--- config.mk ---
export PLATFORM = sky130hd
export DESIGN_NAME = afu_top
export DESIGN_NICKNAME = d
export VERILOG_FILES = /design/src/hw/afu_pkg.sv /design/src/hw/afu_top.sv /design/src/hw/dma_copy.sv /design/src/hw/host_wr_port.sv /design/src/hw/host_rd_port.sv /design/src/hw/mmio_csr.sv
export SDC_FILE = /design/constraint.sdc
export NUM_CORES = 1
export LEC_CHECK = 0
export BUFFER_PORTS_ARGS = -buffer_cell sky130_fd_sc_hd__buf_2
export CORE_AREA = 2 2 264 266
export DETAILED_ROUTE_END_ITERATION = 10
export DIE_AREA = 0 0 266 268
export PLACE_DENSITY = 0.79
export SETUP_SLACK_MARGIN = 0.3
export SKIP_LAST_GASP = 1
export SLEW_MARGIN = 10
export SYNTH_ARGS = -nofsm -noshare
export SYNTH_HDL_FRONTEND = slang
export SYNTH_SLANG_ARGS = --single-unit
export TNS_END_PERCENT = 50
--- constraint.sdc ---
create_clock -name clk -period 8.2 [get_ports clk]
set_clock_uncertainty 0.2 [all_clocks]
set_input_delay 0.82 -clock clk [delete_from_list [all_inputs] [get_ports clk]]
set_output_delay 0.82 -clock clk [all_outputs]
set_load 0.01 [all_outputs]
--- src/hw/afu_pkg.sv ---
// afu_dma shared definitions
// line, address and register types, channel structs and the register map
package afu_pkg;

	// *******************************************************************
	// plain vector types
	// *******************************************************************
	typedef logic [31:0] line_addr_t;	// host line address
	typedef logic [63:0] line_data_t;	// one data line
	typedef logic [3:0]  rd_tag_t;	// read request tag
	typedef logic [3:0]  csr_addr_t;	// register index
	typedef logic [7:0]  mmio_tid_t;	// mmio transaction id
	typedef logic [15:0] line_cnt_t;	// line count
	typedef logic [63:0] csr_data_t;	// mmio data word

	// register map
	localparam csr_addr_t CSR_SRC    = 4'd0;	// source line address
	localparam csr_addr_t CSR_DST    = 4'd1;	// destination line address
	localparam csr_addr_t CSR_LEN    = 4'd2;	// number of lines
	localparam csr_addr_t CSR_CTRL   = 4'd3;	// bit 0 starts a copy
	localparam csr_addr_t CSR_STATUS = 4'd4;	// bit 0 busy, 31:16 done count

	// *******************************************************************
	// channel payloads
	// *******************************************************************
	typedef struct packed {
		csr_addr_t addr;
		csr_data_t wdata;
		logic      write;	// 0 means read
		mmio_tid_t tid;
	} mmio_req_t;

	typedef struct packed {
		csr_data_t rdata;
		mmio_tid_t tid;	// echoed from the request
	} mmio_rsp_t;

	typedef struct packed {
		line_addr_t addr;
		rd_tag_t    tag;
	} host_rd_req_t;

	typedef struct packed {
		line_data_t data;
		rd_tag_t    tag;
	} host_rd_rsp_t;

	typedef struct packed {
		line_addr_t addr;	// don't care when intr set
		line_data_t data;	// don't care when intr set
		logic       intr;	// interrupt message
	} host_wr_req_t;

	// copy job as programmed over mmio
	typedef struct packed {
		line_addr_t src;
		line_addr_t dst;
		line_cnt_t  len;
	} copy_cfg_t;

endpackage
--- src/hw/afu_top.sv ---
// afu_dma top level
// mmio bridge, host read and write ports and the copy engine
`timescale 1ns/1ps

module afu_top
	import afu_pkg::*;
#(
	parameter int RD_CREDITS = 4,
	parameter int BUF_DEPTH  = 8
) (
	input  logic         clk,
	input  logic         arst_n,
	input  logic         mmio_req_valid,
	input  mmio_req_t    mmio_req,
	output logic         mmio_rsp_valid,
	output mmio_rsp_t    mmio_rsp,
	output logic         host_rd_req_valid,
	output host_rd_req_t host_rd_req,
	input  logic         host_rd_req_ready,
	input  logic         host_rd_rsp_valid,
	input  host_rd_rsp_t host_rd_rsp,
	output logic         host_wr_req_valid,
	output host_wr_req_t host_wr_req,
	input  logic         host_wr_req_ready
);

	copy_cfg_t  cfg;
	logic       start;
	logic       busy;
	logic       done;	// also the interrupt request
	logic       rd_addr_valid;
	line_addr_t rd_addr;
	logic       rd_addr_ready;
	logic       rd_data_valid;
	line_data_t rd_data;
	logic       rd_data_ready;
	logic       wr_valid;
	line_addr_t wr_addr;
	line_data_t wr_data;
	logic       wr_ready;

	mmio_csr u_csr (.*);

	host_rd_port #(
		.RD_CREDITS (RD_CREDITS),
		.BUF_DEPTH  (BUF_DEPTH)
	) u_rd (.*);

	host_wr_port u_wr (
		.intr_req (done),
		.*
	);

	dma_copy u_dma (.*);

endmodule

--- src/hw/dma_copy.sv ---
// copy engine
// walks src and dst line addresses, pairs buffered lines with write slots
`timescale 1ns/1ps

module dma_copy
	import afu_pkg::*;
(
	input  logic       clk,
	input  logic       arst_n,
	input  copy_cfg_t  cfg,
	input  logic       start,
	output logic       busy,
	output logic       done,
	output logic       rd_addr_valid,
	output line_addr_t rd_addr,
	input  logic       rd_addr_ready,
	input  logic       rd_data_valid,
	input  line_data_t rd_data,
	output logic       rd_data_ready,
	output logic       wr_valid,
	output line_addr_t wr_addr,
	output line_data_t wr_data,
	input  logic       wr_ready
);

	typedef enum logic {
		ST_IDLE,
		ST_RUN
	} state_e;

	state_e    state;
	copy_cfg_t cfg_q;	// job latched at start
	line_cnt_t rd_cnt;	// lines requested
	line_cnt_t wr_cnt;	// lines written
	logic      run;
	logic      rd_fire;
	logic      wr_fire;
	logic      last_wr;

	assign run  = (state == ST_RUN);
	assign busy = run;

	// *******************************************************************
	// read address side
	// *******************************************************************
	assign rd_addr_valid = run && (rd_cnt < cfg_q.len);
	assign rd_addr       = cfg_q.src + line_addr_t'(rd_cnt);
	assign rd_fire       = rd_addr_valid && rd_addr_ready;

	// *******************************************************************
	// write side, buffered line goes straight out with its dst slot
	// *******************************************************************
	assign wr_valid      = run && rd_data_valid;
	assign wr_addr       = cfg_q.dst + line_addr_t'(wr_cnt);
	assign wr_data       = rd_data;
	assign rd_data_ready = run && wr_ready;	// pop only on accept
	assign wr_fire       = wr_valid && wr_ready;

	assign last_wr = wr_fire && (wr_cnt == cfg_q.len - 16'd1);

	// zero length finishes in the first run cycle
	assign done = run && ((cfg_q.len == '0) || last_wr);

	always_ff @(posedge clk or negedge arst_n) begin
		if (!arst_n) begin
			state  <= ST_IDLE;
			cfg_q  <= '0;
			rd_cnt <= '0;
			wr_cnt <= '0;
		end else begin
			case (state)
				ST_IDLE: begin
					if (start) begin
						state  <= ST_RUN;
						cfg_q  <= cfg;	// later csr writes don't disturb the job
						rd_cnt <= '0;
						wr_cnt <= '0;
					end
				end
				ST_RUN: begin
					if (rd_fire) rd_cnt <= rd_cnt + 1'b1;
					if (wr_fire) wr_cnt <= wr_cnt + 1'b1;
					if (done) state <= ST_IDLE;
				end
				default: state <= ST_IDLE;
			endcase
		end
	end

endmodule

--- src/hw/host_wr_port.sv ---
// host write port
// output register with skid for line writes, then the completion interrupt
`timescale 1ns/1ps

module host_wr_port
	import afu_pkg::*;
(
	input  logic         clk,
	input  logic         arst_n,
	input  logic         wr_valid,
	input  line_addr_t   wr_addr,
	input  line_data_t   wr_data,
	output logic         wr_ready,
	input  logic         intr_req,
	output logic         host_wr_req_valid,
	output host_wr_req_t host_wr_req,
	input  logic         host_wr_req_ready
);

	host_wr_req_t skid_q;
	logic         skid_vld;
	logic         intr_pend;	// interrupt waiting behind writes
	logic         wr_fire;
	logic         out_free;
	logic         load_intr;

	// no new writes while the interrupt is pending, keeps copies apart
	assign wr_ready  = !skid_vld && !intr_pend;
	assign wr_fire   = wr_valid && wr_ready;
	assign out_free  = !host_wr_req_valid || host_wr_req_ready;
	assign load_intr = out_free && !skid_vld && intr_pend;

	always_ff @(posedge clk or negedge arst_n) begin
		if (!arst_n) begin
			host_wr_req_valid <= 1'b0;
			skid_vld          <= 1'b0;
			intr_pend         <= 1'b0;
		end else begin
			if (out_free) host_wr_req_valid <= skid_vld || intr_pend || wr_fire;
			if (out_free) skid_vld <= 1'b0;	// skid empties first
			else if (wr_fire) skid_vld <= 1'b1;	// output stalled
			if (intr_req) intr_pend <= 1'b1;
			else if (load_intr) intr_pend <= 1'b0;
		end
	end

	// payload, priority skid then interrupt then new write
	always_ff @(posedge clk) begin
		if (out_free) begin
			if (skid_vld) host_wr_req <= skid_q;
			else if (intr_pend) host_wr_req <= '{addr: '0, data: '0, intr: 1'b1};
			else if (wr_fire) host_wr_req <= '{addr: wr_addr, data: wr_data, intr: 1'b0};
		end else if (wr_fire) begin
			skid_q <= '{addr: wr_addr, data: wr_data, intr: 1'b0};
		end
	end

endmodule

--- src/hw/host_rd_port.sv ---
// host read port
// issues tagged line reads under a credit limit and buffers the returns
`timescale 1ns/1ps

module host_rd_port
	import afu_pkg::*;
#(
	parameter int RD_CREDITS = 4,
	parameter int BUF_DEPTH  = 8
) (
	input  logic         clk,
	input  logic         arst_n,
	input  logic         rd_addr_valid,
	input  line_addr_t   rd_addr,
	output logic         rd_addr_ready,
	output logic         rd_data_valid,
	output line_data_t   rd_data,
	input  logic         rd_data_ready,
	output logic         host_rd_req_valid,
	output host_rd_req_t host_rd_req,
	input  logic         host_rd_req_ready,
	input  logic         host_rd_rsp_valid,
	input  host_rd_rsp_t host_rd_rsp
);

	localparam int PTR_W = $clog2(BUF_DEPTH);
	localparam int CNT_W = $clog2(BUF_DEPTH + 1);

	if (RD_CREDITS > BUF_DEPTH) begin : g_credit_chk
		$error("RD_CREDITS must not exceed BUF_DEPTH");
	end
	// slot index is taken from the tag, so depth must divide the tag space
	if (BUF_DEPTH < 2 || BUF_DEPTH > 16 || (BUF_DEPTH & (BUF_DEPTH - 1)) != 0) begin : g_depth_chk
		$error("BUF_DEPTH must be a power of two from 2 to 16");
	end

	line_data_t       buf_mem [BUF_DEPTH];
	logic [PTR_W-1:0] rd_ptr;
	logic [CNT_W-1:0] out_cnt;	// reads in flight
	logic [CNT_W-1:0] buf_cnt;	// lines waiting in buffer
	rd_tag_t          tag_q;	// rolling tag, next read
	logic             can_issue;
	logic             issue;
	logic             drain;

	// in flight reads keep their slot reserved
	assign can_issue = (out_cnt < CNT_W'(RD_CREDITS)) &&
	                   ((out_cnt + buf_cnt) < CNT_W'(BUF_DEPTH));

	assign host_rd_req_valid = rd_addr_valid && can_issue;
	assign host_rd_req       = '{addr: rd_addr, tag: tag_q};
	assign rd_addr_ready     = host_rd_req_ready && can_issue;
	assign issue             = host_rd_req_valid && host_rd_req_ready;

	assign rd_data_valid = (buf_cnt != '0);
	assign rd_data       = buf_mem[rd_ptr];
	assign drain         = rd_data_valid && rd_data_ready;

	always_ff @(posedge clk or negedge arst_n) begin
		if (!arst_n) begin
			tag_q   <= '0;
			rd_ptr  <= '0;
			out_cnt <= '0;
			buf_cnt <= '0;
		end else begin
			if (issue) tag_q <= tag_q + 1'b1;
			if (drain) rd_ptr <= rd_ptr + 1'b1;	// wraps with the depth
			out_cnt <= out_cnt + CNT_W'(issue) - CNT_W'(host_rd_rsp_valid);
			buf_cnt <= buf_cnt + CNT_W'(host_rd_rsp_valid) - CNT_W'(drain);
		end
	end

	// returns come in order, tag picks the reserved slot
	always_ff @(posedge clk) begin
		if (host_rd_rsp_valid) buf_mem[host_rd_rsp.tag[PTR_W-1:0]] <= host_rd_rsp.data;
	end

endmodule

--- src/hw/mmio_csr.sv ---
// mmio register bridge
// decodes host register accesses, holds the copy job and answers reads
`timescale 1ns/1ps

module mmio_csr
	import afu_pkg::*;
(
	input  logic      clk,
	input  logic      arst_n,
	input  logic      mmio_req_valid,
	input  mmio_req_t mmio_req,
	output logic      mmio_rsp_valid,
	output mmio_rsp_t mmio_rsp,
	output copy_cfg_t cfg,
	output logic      start,
	input  logic      busy,
	input  logic      done
);

	csr_addr_t idx;
	logic      wr_en;
	logic      rd_en;
	line_cnt_t done_cnt;	// completed copies
	csr_data_t rdata_nxt;

	assign idx   = mmio_req.addr;
	assign wr_en = mmio_req_valid && mmio_req.write;
	assign rd_en = mmio_req_valid && !mmio_req.write;

	// start only from idle, engine ignores it otherwise anyway
	assign start = wr_en && (idx == CSR_CTRL) && mmio_req.wdata[0] && !busy;

	// *******************************************************************
	// copy registers
	// *******************************************************************
	always_ff @(posedge clk or negedge arst_n) begin
		if (!arst_n) begin
			cfg <= '0;
		end else if (wr_en) begin
			case (idx)
				CSR_SRC: cfg.src <= mmio_req.wdata[31:0];	// low word only
				CSR_DST: cfg.dst <= mmio_req.wdata[31:0];
				CSR_LEN: cfg.len <= mmio_req.wdata[15:0];
				default: ;	// ctrl handled by start, rest read only
			endcase
		end
	end

	always_ff @(posedge clk or negedge arst_n) begin
		if (!arst_n) begin
			done_cnt <= '0;
		end else if (done) begin
			done_cnt <= done_cnt + 1'b1;	// wraps at 64k
		end
	end

	// *******************************************************************
	// read path, one cycle latency
	// *******************************************************************
	always_comb begin
		case (idx)
			CSR_SRC:    rdata_nxt = {32'b0, cfg.src};
			CSR_DST:    rdata_nxt = {32'b0, cfg.dst};
			CSR_LEN:    rdata_nxt = {48'b0, cfg.len};
			CSR_STATUS: rdata_nxt = {32'b0, done_cnt, 15'b0, busy};
			default:    rdata_nxt = '0;	// ctrl reads as zero
		endcase
	end

	always_ff @(posedge clk or negedge arst_n) begin
		if (!arst_n) begin
			mmio_rsp_valid <= 1'b0;
		end else begin
			mmio_rsp_valid <= rd_en;	// writes get no response
		end
	end

	always_ff @(posedge clk) begin
		if (rd_en) begin
			mmio_rsp.rdata <= rdata_nxt;
			mmio_rsp.tid   <= mmio_req.tid;
		end
	end

endmodule

==> impl_metrics.tcl <==
set metrics [dict create \
    reg2reg_depth 10 \
    die_height_um 268 \
    swShare_pct 27.1 \
    synth.distinct_cells 76 \
    post-dp-hpwl_mm 55.5 \
    multi_input_area_um2 11500 \
    leakagePower_uw 0.0180 \
    cp_max_fo 8 \
    grt_max_degree 89 \
    cp_data_required_time_ps 7180 \
    antenna_found_initial 12 \
    synth_compound_area_share_pct 5.40 \
    cts_resized 0 \
    p_int_uw 10100 \
    fillCellCount 4453 \
    tightest_slew_ps 1100 \
    r2r-end "u_wr.host_wr_req[89]" \
    crit_arrival_ps 4160 \
    fp.dieW_um 266 \
    ant_nets 0 \
    timing.rr.start "u_dma.wr_cnt[0]" \
    p_clk_share_pct 32.2 \
    wire_per_inst_um 24.6 \
    ys_warn_count 0 \
    yosysSeqAreaShare_pct 69.9 \
    placed_cell_area_um2 42600 \
    ir_drop_v 0.000289 \
    area_growth_pct 14.2 \
    relSlewSlack_pct 26.5 \
    synth_xor_area_share_pct 2.66 \
    drcViolationCount 0 \
    post_cts_buffers 0 \
    path_cells "ha_1 -> inv_1 -> fa_1 -> nor2b_1 -> o21ai_0 -> a21boi_0 -> o31ai_1 -> nand3_1 -> a41oi_1 -> and3b_1 -> xor2_1 -> buf_2" \
    regArea_um2 28100 \
    port_buffers 293 \
    postLayoutCellArea_um2 45900 \
    grt_pass1_wl_mm 140 \
    slowest_delay_ps 910 \
    power_density_nw_per_um2 303 \
    drtIter0Drc 2514 \
    mostFrequentLayoutCells "edfxtp_1 (745), nand2_1 (321), buf_2 (292)" \
    synth_area_per_cell_um2 16.3 \
    grt_setup_unrepaired "false" \
    combPwrFrac_pct 20.3 \
    drive_above_1_share_pct 27.2 \
    r2r_setup_slack_ps 4150 \
    grt_pass1_vias 23700 \
    cts_buffer_depth 3 \
    overflow 0 \
    final_common_cell "edfxtp_1" \
    power.share.sequential_pct 47.5 \
    cts_max_level 3 \
    cts_root_buf "clkbuf_16" \
    cpMaxStageDelayCell "a41oi_1" \
    maxSlewViolCount 0 \
    clock.fmax_ghz 0.193 \
    cts_sinks 973 \
    min_period_over_period_pct 63.1 \
    hold_path.class "input port to register" \
    synthMuxAreaShare_pct 11.4 \
    syn-cell-area_um2 40200 \
    yosys.area_share.simple_pct 6.24 \
    start_kind "register" \
    core-area_um2 68200 \
    finalSetupTns_ps 0 \
    switchingPower_uw 3760 \
    firstDrtPassIters 5 \
    layout.nets 3009 \
    ios 359 \
    cts_tree "built" \
    postCtsHoldBufs 1 \
    min_from "mmio_req[5]" \
    critPathKind "register to output pin" \
    period_minus_slack_ps 5180 \
    clk_transition_reported_paths_ps 60 \
    status "finished clean" \
    vias 23000 \
    grtUsageTotal_pct 26.1 \
    gp_congestion 0.881 \
    end_kind "output pin" \
    rows 96 \
    clk_latency_ps 670 \
    syn-instance-count 2470 \
    numCtsBuffers 95 \
    synth-seq-cells 973 \
    min_path_cells 1 \
    start_util_pct 58.9 \
    hold_violations 0 \
    drt-total-wl_mm 92.5 \
    ys.flop_type "edfxtp_1" \
    final-setup-viol-count 0 \
    synth_edf_count 745 \
    whs_endpoint "u_csr.mmio_rsp[5]" \
    async_flop_share_pct 23.4 \
    viasPerCell 6.13 \
    dieArea_um2 71300 \
    synth_top_family_by_area "multiplexers" \
    cap_violations 0 \
    synthAdderAreaFrac_pct 2.22 \
]
==> flip-flops by register name, summed over array words and instances (netlist names) <==
register                cells
u_dma.busy                  1
u_wr.host_wr_req_valid      1
u_rd.buf_cnt                4
u_dma.wr_cnt               16
u_wr.skid_q                96
u_wr.skid_vld               1
u_dma.rd_cnt               16
u_csr.done_cnt             16
u_dma.cfg_q                80
u_rd.rd_ptr                 3
u_csr.mmio_rsp_valid        1
u_wr.intr_pend              1
u_rd.out_cnt                4
u_rd.buf_mem              512
u_csr.cfg                  80
u_wr.host_wr_req           97
u_rd.tag_q                  4
u_csr.mmio_rsp             40
==> how the worst max path moves through the flow <==
stage                               start  slack (ps)            endpoint  depth (start not counted)
after CTS                 u_dma.rd_cnt[0]        3060     host_rd_req[30]                         12
after global routing      u_dma.rd_cnt[0]        2740     host_rd_req[30]                         12
final                     u_dma.rd_cnt[0]        3020     host_rd_req[30]                         12
after floorplan            host_rd_rsp[2]        2080  u_rd.buf_mem[0][0]                          2
after detailed placement  u_dma.rd_cnt[0]        3760     host_rd_req[30]                         12
after global placement    u_dma.rd_cnt[0]        3820     host_rd_req[30]                         12
==> per-layer routing <==
layer	share of wire [%]	routed length, µm	up-vias	GRT usage [%]
met5	0.064	59	-	0
met4	3.0	2820	10	8.84
met3	6.9	6340	172	5.39
met2	50	46400	881	43.0
met1	40	36900	11900	35.2
li1	-	-	10000	-
==> critical path, delay by kind of cell (launching register included) <==
family | cells | cell delay [ps]
AND/OR/NAND/NOR | 3 | 510
XOR/XNOR | 1 | 140
AO/OA/AOI/OAI | 4 | 1640
flip-flops | 1 | 470
buffers and inverters | 2 | 250
adder cells (fa/ha/maj) | 2 | 490
==> power groups by stage <==
stage	clock network (µW)	logic, µW	registers, µW
floorplan	0	2040	6510
global placement	0	2700	6660
detailed placement	0	2790	6690
CTS	4540	2830	6610
global route	4730	3040	6670
finish	4480	2810	6600
==> synthesized netlist by cell type, types with 11 or more instances <==
master    number  area share [%]
xor2_1        56             1.2
o21ai_0       38            0.47
mux2_2       142             4.0
nand2b_1      11            0.17
nand4_1       20            0.31
a22o_1        93             2.0
and3_1        13            0.20
nand3_1       31            0.39
a21o_1        22            0.41
inv_1         56            0.52
a22oi_1       33            0.62
buf_1         19            0.18
nor2_1        71            0.66
edfxtp_1     745              56
buf_4         32            0.60
a21oi_1       35            0.44
ha_1          65             2.0
mux4_2       128             7.2
xnor2_1       66             1.4
dfrtp_1      228              14
nand2_1      321             3.0
clkbuf_1      76            0.71
==> metrics by stage <==
stage / power, µW / std cells / hold slack (ps) / worst slack [ps] / util (%)
after floorplan: 8560 / 2501 / 242 / 2080 / -
after global placement: 9360 / 3572 / 262 / 3820 / 62.4
after detailed placement: 9480 / 3572 / 267 / 3760 / 62.4
after CTS: 14000 / 3750 / 111 / 3060 / 67.2
after global routing: 14400 / 3756 / 112 / 2740 / 67.3
final: 13900 / 3758 / 142 / 3020 / 67.3
==> cells by family (layout without fill, tap and decap cells) <==
family,after synthesis,count (layout)
flip-flops,973,973
other,1,39
XOR/XNOR,122,122
multiplexers,281,281
AND/OR/NAND/NOR,545,545
adder cells (fa/ha/maj),69,69
buffers and inverters,191,559
AO/OA/AOI/OAI,288,288
==> cell type report <==
type | count | area share, %
inverter | 56 | 0.458
timing repair buffer | 326 | 3.83
clock inverter | 56 | 1.56
sequential | 973 | 61.2
tap | 882 | 2.40
clock buffer | 121 | 5.50
antenna | 7 | 0.0382
multi-input combinational | 1337 | 25.0
No activity file was read; power rests on OpenSTA's default activity.
